<file path="src/common/mips_consts.svh">
`ifndef MIPS_CONSTS_SVH
`define MIPS_CONSTS_SVH

// Datapath widths
`define MIPS_WORD_BITS        32
`define MIPS_REG_BITS         5
`define MIPS_IMM_BITS         16

// Instruction field positions
`define MIPS_OPCODE_LSB       26
`define MIPS_OPCODE_BITS      6
`define MIPS_RS_LSB           21
`define MIPS_RT_LSB           16
`define MIPS_RD_LSB           11
`define MIPS_SHAMT_LSB        6
`define MIPS_FUNCT_BITS       6

// Instruction memory depth in words
`define MIPS_IMEM_WORDS       64
`define MIPS_IMEM_ADDR_BITS   6
`define MIPS_RESET_PC         32'h0000_0000

`endif

</file>
<file path="src/common/mips_pkg.sv">
`default_nettype none

package mips_pkg;

    `include "mips_consts.svh"

    typedef logic [`MIPS_WORD_BITS-1:0] word_t;
    typedef logic [`MIPS_REG_BITS-1:0]  reg_addr_t;
    typedef logic [`MIPS_IMM_BITS-1:0]  imm_t;

    // MIPS32 primary opcodes handled by the core
    typedef enum logic [`MIPS_OPCODE_BITS-1:0] {
        op_rtype = 6'h00,
        op_addiu = 6'h09,
        op_andi  = 6'h0c,
        op_ori   = 6'h0d,
        op_xori  = 6'h0e,
        op_lui   = 6'h0f
    } opcode_e;

    // R-type function codes
    typedef enum logic [`MIPS_FUNCT_BITS-1:0] {
        fn_sll  = 6'h00,
        fn_srl  = 6'h02,
        fn_addu = 6'h21,
        fn_subu = 6'h23,
        fn_and  = 6'h24,
        fn_or   = 6'h25,
        fn_xor  = 6'h26,
        fn_slt  = 6'h2a
    } funct_e;

    typedef enum logic [3:0] {
        alu_add,
        alu_sub,
        alu_and,
        alu_or,
        alu_xor,
        alu_slt,
        alu_sll,
        alu_srl,
        alu_lui
    } alu_op_e;

    typedef enum logic {
        imm_sign,
        imm_zero
    } imm_mode_e;

    typedef enum logic {
        fwd_reg,
        fwd_wb
    } fwd_sel_e;

endpackage

`default_nettype wire

</file>
<file path="src/decode/control_unit.sv">
`timescale 1ns/100ps
`default_nettype none

`include "mips_consts.svh"

module control_unit (
    input  wire mips_pkg::word_t  i_instr,
    output mips_pkg::alu_op_e     o_alu_op,
    output logic                  o_alu_src_imm,
    output logic                  o_reg_write,
    output logic                  o_dst_rd,
    output mips_pkg::imm_mode_e   o_imm_mode
);
    import mips_pkg::*;

    opcode_e   opcode;
    funct_e    funct;
    reg_addr_t dst;
    logic      supported;

    assign opcode = opcode_e'(i_instr[`MIPS_OPCODE_LSB +: `MIPS_OPCODE_BITS]);
    assign funct  = funct_e'(i_instr[0 +: `MIPS_FUNCT_BITS]);

    always_comb begin
        o_alu_op      = alu_add;
        o_alu_src_imm = 1'b0;
        o_dst_rd      = 1'b0;
        o_imm_mode    = imm_zero;
        supported     = 1'b1;
        case (opcode)
            op_rtype: begin
                o_dst_rd = 1'b1;
                case (funct)
                    fn_sll:  o_alu_op = alu_sll;
                    fn_srl:  o_alu_op = alu_srl;
                    fn_addu: o_alu_op = alu_add;
                    fn_subu: o_alu_op = alu_sub;
                    fn_and:  o_alu_op = alu_and;
                    fn_or:   o_alu_op = alu_or;
                    fn_xor:  o_alu_op = alu_xor;
                    fn_slt:  o_alu_op = alu_slt;
                    default: supported = 1'b0;
                endcase
            end
            op_addiu: begin
                o_alu_op      = alu_add;
                o_alu_src_imm = 1'b1;
                o_imm_mode    = imm_sign;
            end
            op_andi: begin
                o_alu_op      = alu_and;
                o_alu_src_imm = 1'b1;
            end
            op_ori: begin
                o_alu_op      = alu_or;
                o_alu_src_imm = 1'b1;
            end
            op_xori: begin
                o_alu_op      = alu_xor;
                o_alu_src_imm = 1'b1;
            end
            op_lui: begin
                o_alu_op      = alu_lui;
                o_alu_src_imm = 1'b1;
            end
            default: supported = 1'b0;
        endcase
    end

    // Writes to register zero are dropped here
    assign dst = o_dst_rd ? i_instr[`MIPS_RD_LSB +: `MIPS_REG_BITS]
                          : i_instr[`MIPS_RT_LSB +: `MIPS_REG_BITS];
    assign o_reg_write = supported && (dst != '0);

endmodule

`default_nettype wire

</file>
<file path="config.mk">
export PLATFORM = sky130hd
export DESIGN_NAME = control_unit
export DESIGN_NICKNAME = d
export VERILOG_FILES = /design/src/common/mips_pkg.sv /design/src/decode/control_unit.sv
export VERILOG_INCLUDE_DIRS = /design/src /design/src/common
export SDC_FILE = /design/constraint.sdc
export NUM_CORES = 1
export LEC_CHECK = 0
export BUFFER_PORTS_ARGS = -buffer_cell sky130_fd_sc_hd__buf_2
export CORE_AREA = 3 3 40 42
export DETAILED_ROUTE_END_ITERATION = 6
export DIE_AREA = 0 0 43 45
export PLACE_DENSITY = 0.57
export SYNTH_ARGS = -nofsm -noshare
export SYNTH_HDL_FRONTEND = slang
export SYNTH_SLANG_ARGS = --single-unit
</file>
<file path="constraint.sdc">
create_clock -name vclk -period 1
set_input_delay 0 -clock vclk [all_inputs]
set_output_delay 0 -clock vclk [all_outputs]
set_load 0.03 [all_outputs]
</file>
-- Word-level counts from Yosys, hierarchy flattened
Index checks and enable logic that the tools add are counted.
- flip-flop bits (word level): 0
- output and inout bits: 8
- input port bits: 32
- muxes and demuxes: 8
- eq/ne operators: 12
- reductions and logical operators: 6
- operators by type and width (kind ; number):
    $eq A6 B6 Y1 const B ; 6
    $eq A6 B4 Y1 const B ; 5
    $pmux W3 S7 ; 1
    $pmux W4 S5 ; 1
    $logic_not A6 Y1 ; 2
    $reduce_or A8 Y1 ; 1
    $eq A6 B2 Y1 const B ; 1
    $mux W5 ; 1
    $reduce_bool A5 Y1 ; 1
    $reduce_or A5 Y1 ; 1
    $mux W1 ; 4
    $pmux W1 S2 ; 1
    $logic_and A1 B1 Y1 ; 1

-- Depth between registers and ports, before layout
- depth after elaboration: 5
- gate-level depth with buffers: 5
- depth with buffers taken out: 5

-- Worst setup path before layout
No wires, ideal clock.
- kind: input to output
- start point: in i_instr[2]
- end point: out o_alu_op[2]
- arrival: 1343 ps
- cell stages on the path: 5
- required time: 1000 ps
- path slack: -343 ps
- path through: buf_6 xor2_1 a31oi_1 or3_1 o21ai_0
- word-level cells in the longest chain between the ends: 3
- elaborated cells between the ends (all ways): 9
- RTL lines (what ; line ; text):
    start: declaration ; control_unit.sv:7 ; input wire mips_pkg::word_t i_instr,
    $eq A6 B6 Y1, or another cell as far along ; control_unit.sv:33 ; case (funct)
    $pmux W3 S7 * ; control_unit.sv:33 ;
    $pmux W4 S5 * ; control_unit.sv:30 ; case (opcode)
    end: declaration ; control_unit.sv:8 ; output mips_pkg::alu_op_e o_alu_op,
Mark *: on every way between the ends. The rest lies on a longest branch, timed or not.

-- Worst setup path after layout
- start point: in i_instr[3]
- end point: out o_reg_write
- word-level cells in the longest chain between the ends: 5
- elaborated cells between the ends (all ways): 12
- RTL lines (what ; line ; text):
    $eq A6 B6 Y1, or another cell as far along ; control_unit.sv:33 ;
    $reduce_or A8 Y1 (no source line) * ; -- ;
    $mux W1 * ; control_unit.sv:33 ;
    $pmux W1 S2 * ; control_unit.sv:30 ;
    $logic_and A1 B1 Y1 * ; control_unit.sv:73 ; assign o_reg_write = supported && (dst != '0);
    end: declaration ; control_unit.sv:10 ; output logic o_reg_write,
Marks and branches as above.

==> summary.md <==
| Metric | Value |
|---|---|
| First-pass GRT wire length | 1.75 mm |
| Clkbuf count | 0 |
| Critical path peak fanout | 3 |
| DRC Markers | 0 |
| Worst endpoint required time | 1.00 ns |
| Dpl cells | 98 |
| PD cells | 317 nW/um^2 |
| Leak pwr | 0.000306 uW |
| Max Cap Viol | 0 |
| Vias in the first global route | 443 |
| Synth area leader | a32oi_1 |
| Non-filler cells, final | 98 |
| Syn nets | 73 |
| Num ports | 40 |
| Via count | 495 |
| Final min period | 1.05 ns |
| DR iter-0 viols | 11 |
| Die area | 1940 um^2 |
| Number of distinct library cells after synthesis | 24 |
| Slew @ Worst Pin | 0.255 ns |
| First drt pass iteration count | 4 |
| GR Overflow Total | 0 |
| Final ANT Viol Nets | 0 |
| ANT cells | 0 |
| Die span in y | 45 um |
| Max VDD drop | 0.000133 V |
| Row cnt | 13 |
| Failing checks | negative setup slack |
| Period utilisation layout | 105% |
| Hold Vio Cnt, Final | 0 |
| Final setup violating endpoints | 1 |
| Status | finished with violations |
| FF/Latch Area | 0 um^2 |
| Post-Syn Instances | 41 |
| Critical Path End Type | output port |
| Setup WS post-layout | -0.0455 ns |
| Ys Warns | 0 |
| Routability congestion estimate from global placement | 0.744 |
| Register area share after synthesis | 0% |
| Synth top area share | 10.3% |
| Total core area | 1280 um^2 |
| Starting density of the core | 19.9% |
| Fin. max-slew vios | 0 |
| CP Launch Type | input pin |
| RSZ-0062 raised after global routing | true |
| Num sequential | 0 |
| Largest net degree at the start of global routing | 7 |
| Via density | 5.05 |
| Final net count | 117 |
| Mapped cell area | 255 um^2 |
| Final WL | 1.13 mm |
| Rel. slew slack | 82.8% |
| Post-CTS Setup Bufs | 0 |
| Crit Path Class | in -> out |
| Avg WL per Cell | 11.6 um |
| Ranking of synthesized cells by area | a32oi_1 (10%), nor3_1 (9.8%), o21ai_0 (7.8%) |
| Post-detailed-placement half-perimeter wirelength | 915 um |
| Number of buffers added on ports | 30 |
| Share of cells above drive strength 1 | 68.7% |
| Width of the chip | 43 um |
| Mean Syn Cell Area | 6.23 um^2 |
| Hold Path Class | in -> out |
| Initial antenna violation count | 0 |
| CP arrival | 1.05 ns |
| Final setup TNS | -0.0455 ns |
| P&R area growth vs syn | 149% |
| Gr usage total | 10.8% |
| Fmax | 957 MHz |
-- through the flow --
step | area, um^2 | hold WS (ns) | total power [uW] | worst slack, ns | utilization (%)
floorplan | 295 | 0.182 | 69.2 | 0.00717 | -
global placement | 553 | 0.445 | 171 | -0.133 | 43.0
detailed placement | 553 | 0.446 | 173 | -0.171 | 43.0
CTS | 599 | 0.439 | 187 | -0.0556 | 46.6
global route | 634 | 0.462 | 219 | -0.106 | 49.4
finish | 634 | 0.434 | 201 | -0.0455 | 49.4
-- metal layers --
layer / part of all wire (%) / wire length [um] / up-vias / GRT usage [%]
met5: 0 / 0 / - / 0
met3: 9.1 / 103 / 0 / 0
met2: 52 / 592 / 29 / 19.5
met1: 39 / 436 / 217 / 15.5
li1: - / - / 249 / -
met4: 0 / 0 / 0 / 0
-- cells by family after synthesis --
kind of cell              after synthesis  synth area share (%)
and+or+nand+nor                        22                  48.5
xor gates and xnor gates                2                  6.86
AOI/OAI and AO/OA                      13                  35.8
buffers and inverters                   4                  8.82
-- critical path, stage by stage --
cell and delay [ns]:
buf_8 0.10, xor2_1 0.14, a31oi_1 0.10, or3_4 0.36, a32oi_4 0.19, buf_6 0.16
-- cell type report --
type | instances | area [um^2]
fill | 132 | 651
multi-input combinational | 37 | 308
timing repair buffer | 44 | 300
tap | 15 | 18.8
inverter | 2 | 7.51
-- cell usage after synthesis (all sizes together) --
| library cell | n |
|---|---|
| o21ai | 4 |
| nand4b | 1 |
| inv | 2 |
| nor4 | 1 |
| nand2 | 2 |
| a31oi | 1 |
| a21oi | 1 |
| or3 | 2 |
| nand3 | 1 |
| buf | 1 |
| o211ai | 1 |
| o21bai | 1 |
| nor3 | 5 |
| o211a | 1 |
| clkbuf | 1 |
| nor2b | 2 |
| a32oi | 3 |
| and3 | 2 |
| nand4 | 1 |
| a41oi | 1 |
| nor2 | 3 |
| xor2 | 2 |
| or4 | 2 |
-- what timing repair did --
action	4_1_cts	5_1_grt
setup endpoints to repair	4	5
resized for setup	16	7
hold buffers	0	0
pin swaps	2	4
-- placed cells by master (no fill, tap or decap), types with 2 or more instances in the layout --
master	count
buf_8	2
o21ai_2	3
nor3_2	2
nor3_1	3
nand2_1	2
a32oi_1	2
buf_2	24
buf_4	14
nor2_1	3
or3_4	2
or4_1	2
buf_6	4
xor2_1	2
-- power breakdown --
part	switching (uW)	total, uW	internal (uW)
logic	93.7	201	107
clock network	0	0	0
registers	0	0	0
total	93.7	201	107
-- path summary, 6_finish.rpt --
| kind | startpoint | endpoint | cells after the start |
|---|---|---|---|
| worst min-delay path | i_instr[30] | o_alu_op[2] | 5 |
| worst max-delay path | i_instr[3] | o_reg_write | 6 |
Power figures use the tool's default switching activity.
