[src/common/mips_consts.svh]
`ifndef MIPS_CONSTS_SVH
`define MIPS_CONSTS_SVH

// Datapath widths
`define MIPS_WORD_BITS        32
`define MIPS_REG_BITS         5
`define MIPS_IMM_BITS         16

// Instruction field positions
`define MIPS_OPCODE_LSB       26
`define MIPS_OPCODE_BITS      6
`define MIPS_RS_LSB           21
`define MIPS_RT_LSB           16
`define MIPS_RD_LSB           11
`define MIPS_SHAMT_LSB        6
`define MIPS_FUNCT_BITS       6

// Instruction memory depth in words
`define MIPS_IMEM_WORDS       64
`define MIPS_IMEM_ADDR_BITS   6
`define MIPS_RESET_PC         32'h0000_0000

`endif

[src/common/mips_pkg.sv]
`default_nettype none

package mips_pkg;

    `include "mips_consts.svh"

    typedef logic [`MIPS_WORD_BITS-1:0] word_t;
    typedef logic [`MIPS_REG_BITS-1:0]  reg_addr_t;
    typedef logic [`MIPS_IMM_BITS-1:0]  imm_t;

    // MIPS32 primary opcodes handled by the core
    typedef enum logic [`MIPS_OPCODE_BITS-1:0] {
        op_rtype = 6'h00,
        op_addiu = 6'h09,
        op_andi  = 6'h0c,
        op_ori   = 6'h0d,
        op_xori  = 6'h0e,
        op_lui   = 6'h0f
    } opcode_e;

    // R-type function codes
    typedef enum logic [`MIPS_FUNCT_BITS-1:0] {
        fn_sll  = 6'h00,
        fn_srl  = 6'h02,
        fn_addu = 6'h21,
        fn_subu = 6'h23,
        fn_and  = 6'h24,
        fn_or   = 6'h25,
        fn_xor  = 6'h26,
        fn_slt  = 6'h2a
    } funct_e;

    typedef enum logic [3:0] {
        alu_add,
        alu_sub,
        alu_and,
        alu_or,
        alu_xor,
        alu_slt,
        alu_sll,
        alu_srl,
        alu_lui
    } alu_op_e;

    typedef enum logic {
        imm_sign,
        imm_zero
    } imm_mode_e;

    typedef enum logic {
        fwd_reg,
        fwd_wb
    } fwd_sel_e;

endpackage

`default_nettype wire

[src/fetch/fetch_stage.sv]
`timescale 1ns/100ps
`default_nettype none

`include "mips_consts.svh"

module fetch_stage (
    input  wire                              i_clk,
    input  wire                              i_rst_n,
    input  wire                              i_step,
    input  wire                              i_imem_we,
    input  wire [`MIPS_IMEM_ADDR_BITS-1:0]   i_imem_addr,
    input  wire mips_pkg::word_t             i_imem_data,
    output mips_pkg::word_t                  o_pc,
    output mips_pkg::word_t                  o_instr
);
    import mips_pkg::*;

    word_t                          imem [0:`MIPS_IMEM_WORDS-1];
    logic [`MIPS_IMEM_ADDR_BITS-1:0] pc_word;
    word_t                          pc_next;

    // Word index of the byte PC wraps over the memory depth
    assign pc_word = o_pc[`MIPS_IMEM_ADDR_BITS+1:2];
    assign pc_next = word_t'({pc_word + 1'b1, 2'b00});

    // Load port works regardless of i_step
    always_ff @(posedge i_clk) begin
        if (i_imem_we) begin
            imem[i_imem_addr] <= i_imem_data;
        end
    end

    always_ff @(posedge i_clk or negedge i_rst_n) begin
        if (!i_rst_n) begin
            o_pc <= `MIPS_RESET_PC;
        end else if (i_step) begin
            o_pc <= pc_next;
        end
    end

    // IF/ID register resets to a nop
    always_ff @(posedge i_clk or negedge i_rst_n) begin
        if (!i_rst_n) begin
            o_instr <= '0;
        end else if (i_step) begin
            o_instr <= imem[pc_word];
        end
    end

endmodule

`default_nettype wire

[config.mk]
export PLATFORM = sky130hd
export DESIGN_NAME = fetch_stage
export DESIGN_NICKNAME = d
export VERILOG_FILES = /design/src/common/mips_pkg.sv /design/src/fetch/fetch_stage.sv
export VERILOG_INCLUDE_DIRS = /design/src /design/src/common
export SDC_FILE = /design/constraint.sdc
export NUM_CORES = 2
export LEC_CHECK = 0
export BUFFER_PORTS_ARGS = -buffer_cell sky130_fd_sc_hd__buf_2
export CELL_PAD_IN_SITES_DETAIL_PLACEMENT = 0
export CELL_PAD_IN_SITES_GLOBAL_PLACEMENT = 1
export CORE_ASPECT_RATIO = 0.9
export CORE_MARGIN = 8
export CORE_UTILIZATION = 39
export CTS_CLUSTER_SIZE = 8
export DETAILED_ROUTE_END_ITERATION = 12
export GPL_TIMING_DRIVEN = 0
export HOLD_SLACK_MARGIN = 0.1
export MAX_ROUTING_LAYER = met4
export PLACE_DENSITY = 0.64
export SYNTH_ARGS = -nofsm -noshare
export SYNTH_HDL_FRONTEND = slang
export SYNTH_SLANG_ARGS = --single-unit
export TNS_END_PERCENT = 20
[constraint.sdc]
create_clock -name i_clk -period 5.2 [get_ports i_clk]
set_clock_uncertainty 0.1 [all_clocks]
set_input_delay 0 -clock i_clk [delete_from_list [all_inputs] [get_ports i_clk]]
set_output_delay 0 -clock i_clk [all_outputs]
set_load 0.02 [all_outputs]
; ---- Word level (Yosys, flattened, before mapping)
; Memories as Yosys holds them, arrays and structs flattened. A register that Yosys moved wholly into a read port is not among the register bits.
; Cells that the tools add are included.
[word_totals]
ff_bits = 6
ramBits = 2048
inputBits = 42
output_inout_bits = 64
word_cells = 6
memories = 1
[mem_list]
columns = memory, words, word_bits, read_ports, rd_ports_with_merged_regs, write_ports, line_no
row1 = imem, 64, 32, 1, 1, 1, fetch_stage.sv:18  ; word_t imem [0:`MIPS_IMEM_WORDS-1];
[classes]
addsub = 1
n_mux = 2
reduce_logical = 1
[ops]
columns = operator, count
row1 = "adder 6 x 1 -> 6 bit, second input constant", 1
row2 = 2-to-1 mux 1 bit, 2
row3 = logical NOT 1 bit, 1

; ---- Longest topological paths before layout
[depth]
ltp_word = 2
depth_mapped = 11
ltp_nobuf = 5

; ---- Worst setup path before layout
; OpenSTA, ideal clock, no wires.
[synth_timing]
kind = input to register
start = in i_imem_addr[5]
end = mem imem[48][0] (netlist name), enable pin
setup_time_ns = 0.461
arrival_time_ns = 2.886
required_ns = 4.639
slack_ns = 1.753
path_stages = 4
path_buffers = 1
cell_sequence = clkbuf_1 nand3_1 or3_1 nor3_1
[synth_rtl]
columns = element, line_no
row1 = start: declaration, fetch_stage.sv:11  ; input wire [`MIPS_IMEM_ADDR_BITS-1:0] i_imem_addr,
row2 = end: declaration, fetch_stage.sv:18
; No word-level cell before the write port.

==> summary.md <==
| Metric | Value |
|---|---|
| Status | finished clean |
| Yosys top cell by area | edfxtp_1 |
| Worst path most repeated cell | buf_2 |
| GP Congestion | 0.898 |
| Delay-heaviest family, CP | buffers and inverters |
| Antenna violations before repair | 30 |
| CP Capture Type | flop |
| Nets | 4365 |
| Ys Warns | 0 |
| Critical path class | flop to flop |
| Post-synth ARST share | 1.82% |
| Share of layout cells above drive strength 1 | 26.0% |
| Max-capacitance violation count | 0 |
| I/O pin count | 106 |
| Predominant post-synthesis flop cell | edfxtp_1 |
| Worst-path clk slew | 0.05 ns |
| Crit Path Max Fanout | 10 |
| Post CTS Setup Buffer Count | 0 |
| GRT Max-Usage Layer | met2 |
| PD cells | 540 mW/mm^2 |
| Drt total wl | 263000 microns |
| Critical path startpoint category | flop |
| Root Driver | clkbuf_16 |
| LEAKAGE | 0.0306 uW |
| Worst Max-Slew Pin Slew | 1.44 ns |
| Slowest-stage cell, CP | a311oi_1 |
| Via count | 43150 |
| Core area | 0.205 sq mm |
| Setup violators final | 0 |
| Unrepaired setup endpoints after global routing | no |
| Hold Fails Final Rpt | 0 |
| Largest net degree at the start of global routing | 65 |
| Mapped Cells | 3766 |
| Arrival @ worst endpoint | 5.01 ns |
| Hold slack | 0.146 ns |
| Drt pass-1 iters | 6 |
| Post-synth cell types | 66 |
| Initial DRC count | 6855 |
| Wirelength per Cell | 36.8 microns |
| Fin cells | 7146 |
| First-pass GRT wire length | 354000 microns |
| Clk_lat worst skew | 0.92 ns |
| Cell area after layout | 0.0952 sq mm |
| Die width | 494 microns |
| Detail Route Antenna Nets | 0 |
| Total power | 51400 uW |
| Die Y | 446 microns |
| Total number of H-tree levels | 5 |
| Final Critical Period | 4.36 ns |
| Cell Area, Synth | 0.0801 sq mm |
| Avg Cell Area, Syn | 21.3 sq um |
| Max_slew headroom | 4.17% |
| Worst EP required | 5.84 ns |
| Post-synth EDFFs | 2048 |
| Synth top area cells | edfxtp_1 (77%), mux4_2 (11%), mux2i_1 (3.5%) |
| Initial Util | 39.0% |
| DRC Markers | 0 |
| Dpl cells | 6675 |
| Area delta synth->final | 18.9% |
| Met3 usage | 6.50% |
| Vias per Instance | 6.04 |
| Max Root-Sink Buffers | 4 |
| Sequential element share of the synthesized area | 77.9% |
| Dpl cell area | 0.0862 sq mm |
| PortBufs | 74 |
| Number of cell rows | 158 |
| Post-synth top area share | 76.8% |
| CTS Buf Count | 311 |
| Achievable Freq | 229 MHz |
| Total gr overflow | 0 |
| Gr usage total | 24.0% |
| HP Class | input port to flop |
| Hpwl dp | 177000 microns |
| Min setup slack post-route | 0.836 ns |
| Pre-CTS setup slack | 1.07 ns |
| Slew Viols, Final | 0 |
| DIE AREA | 0.220 sq mm |
| Final critical-path share of the clock period | 83.9% |
| Synth Register Bits | 2086 |
| Vias in the first global route | 42016 |
| WP buf/inv | 3 |
| Clock sink count | 2086 |
| CTS tree | done |
| Critical path cell sequence | buf_2 > buf_2 > nand2b_1 > clkbuf_1 > a21oi_1 > a311oi_1 > o221ai_1 |
| GR Util met2 | 35.6% |
| Crit-path max cell delay | 0.81 ns |
| Met1 GRT Util | 32.7% |
| VDD IR-drop max | 0.281 mV |
layer usage:
layer | up-vias | wire, microns
li1 | 16854 | -
met5 | - | 0
met2 | 2687 | 118000
met3 | 500 | 30500
met1 | 23109 | 105000
met4 | 0 | 9160
stage by stage:
stage          util [%]  TNS [ns]
2_1_floorplan         -         0
3_3_place_gp       40.9   -299.29
3_5_place_dp       42.0         0
5_1_grt            46.4         0
6_report           46.4         0
4_1_cts            46.4         0
worst min-delay path: stages:
cell,delay (ns)
dlygate4sd3_1,0.53
buf_2,0.19
buf_12,0.18
power breakdown:
part	switching, uW	leakage [uW]	internal [uW]	total, uW
clock	6840	0.00407	11000	17800
combinational	9380	0.00764	5110	14500
sequential	339	0.0189	18800	19100
total	16600	0.0306	34800	51400
kinds of logic after synthesis:
family / after synthesis / share of synthesized area, %
flip-flops: 2086 / 77.9
multiplexers: 683 / 14.4
AO/OA/AOI/OAI: 447 / 3.86
AND/OR/NAND/NOR: 292 / 1.77
buffers and inverters: 251 / 1.92
XOR/XNOR: 5 / 0.0547
adder cells (fa/ha/maj): 1 / 0.0156
other: 1 / 0.00468
Yosys cell counts, types with 34 or more instances:
| master | instances |
|---|---|
| a21oi_1 | 63 |
| a221oi_1 | 35 |
| a22oi_1 | 34 |
| buf_2 | 85 |
| buf_4 | 58 |
| clkbuf_1 | 54 |
| dfrtp_1 | 38 |
| edfxtp_1 | 2048 |
| mux2i_1 | 280 |
| mux4_2 | 375 |
| nand2_1 | 81 |
| nor2_1 | 102 |
| o21ai_0 | 71 |
| o221ai_1 | 43 |
| o22ai_1 | 79 |
flip-flops by register name (all words and copies together) (netlist names):
name / count
o_instr: 32
imem: 2048
o_pc: 6
repair_timing:
action,CTS,global route
hold buffers,48,3
gates resized for setup,0,0
hold endpoints to repair,2292,49
cell type report:
cell class / instances / area (sq um)
buffer: 240 / 1490
sequential: 2086 / 62400
multi-input combinational: 1454 / 16700
clock inverter: 8 / 97.6
tap: 2720 / 3400
fill: 17036 / 110000
inverter: 11 / 41.3
clock buffer: 396 / 8270
antenna: 13 / 32.5
timing repair buffer: 218 / 2750
path summary, 6_finish.rpt:
check	start	end	slack (ns)	cells after the start
max	o_pc[5]	o_instr[15]	0.84	7
min	i_imem_data[18]	imem[26][18]	0.15	3
max reg2reg	o_pc[5]	o_instr[15]	0.84	7
min reg2reg	o_instr[0]	o_instr[0]	0.51	2
max in group asynchronous	i_rst_n	o_instr[10]	4.05	5
min in group asynchronous	i_rst_n	o_instr[4]	0.64	5
cell usage in the layout, fill, tap and decap left out, types with 9 or more instances in the layout:
cell              n
edfxtp_1       2048
mux4_2          375
clkbuf_16       319
mux2i_1         280
buf_2           155
clkbuf_1        131
nand2_1          81
o22ai_1          79
buf_12           74
o21ai_0          71
buf_4            63
a21oi_1          63
nor2_4           62
dlygate4sd3_1    50
o221ai_1         43
nor2_1           40
dfrtp_1          38
buf_6            36
a221oi_1         35
a22oi_1          34
mux2_2           28
conb_1           26
a211oi_1         22
a22o_1           22
nand3_1          21
nor2b_1          17
o21ai_1          17
diode_2          13
o211ai_1         12
nand2b_1         10
inv_1            10
a311oi_1         10
buf_16           10
nor4_1            9
No activity file was read; power rests on OpenSTA's default activity.
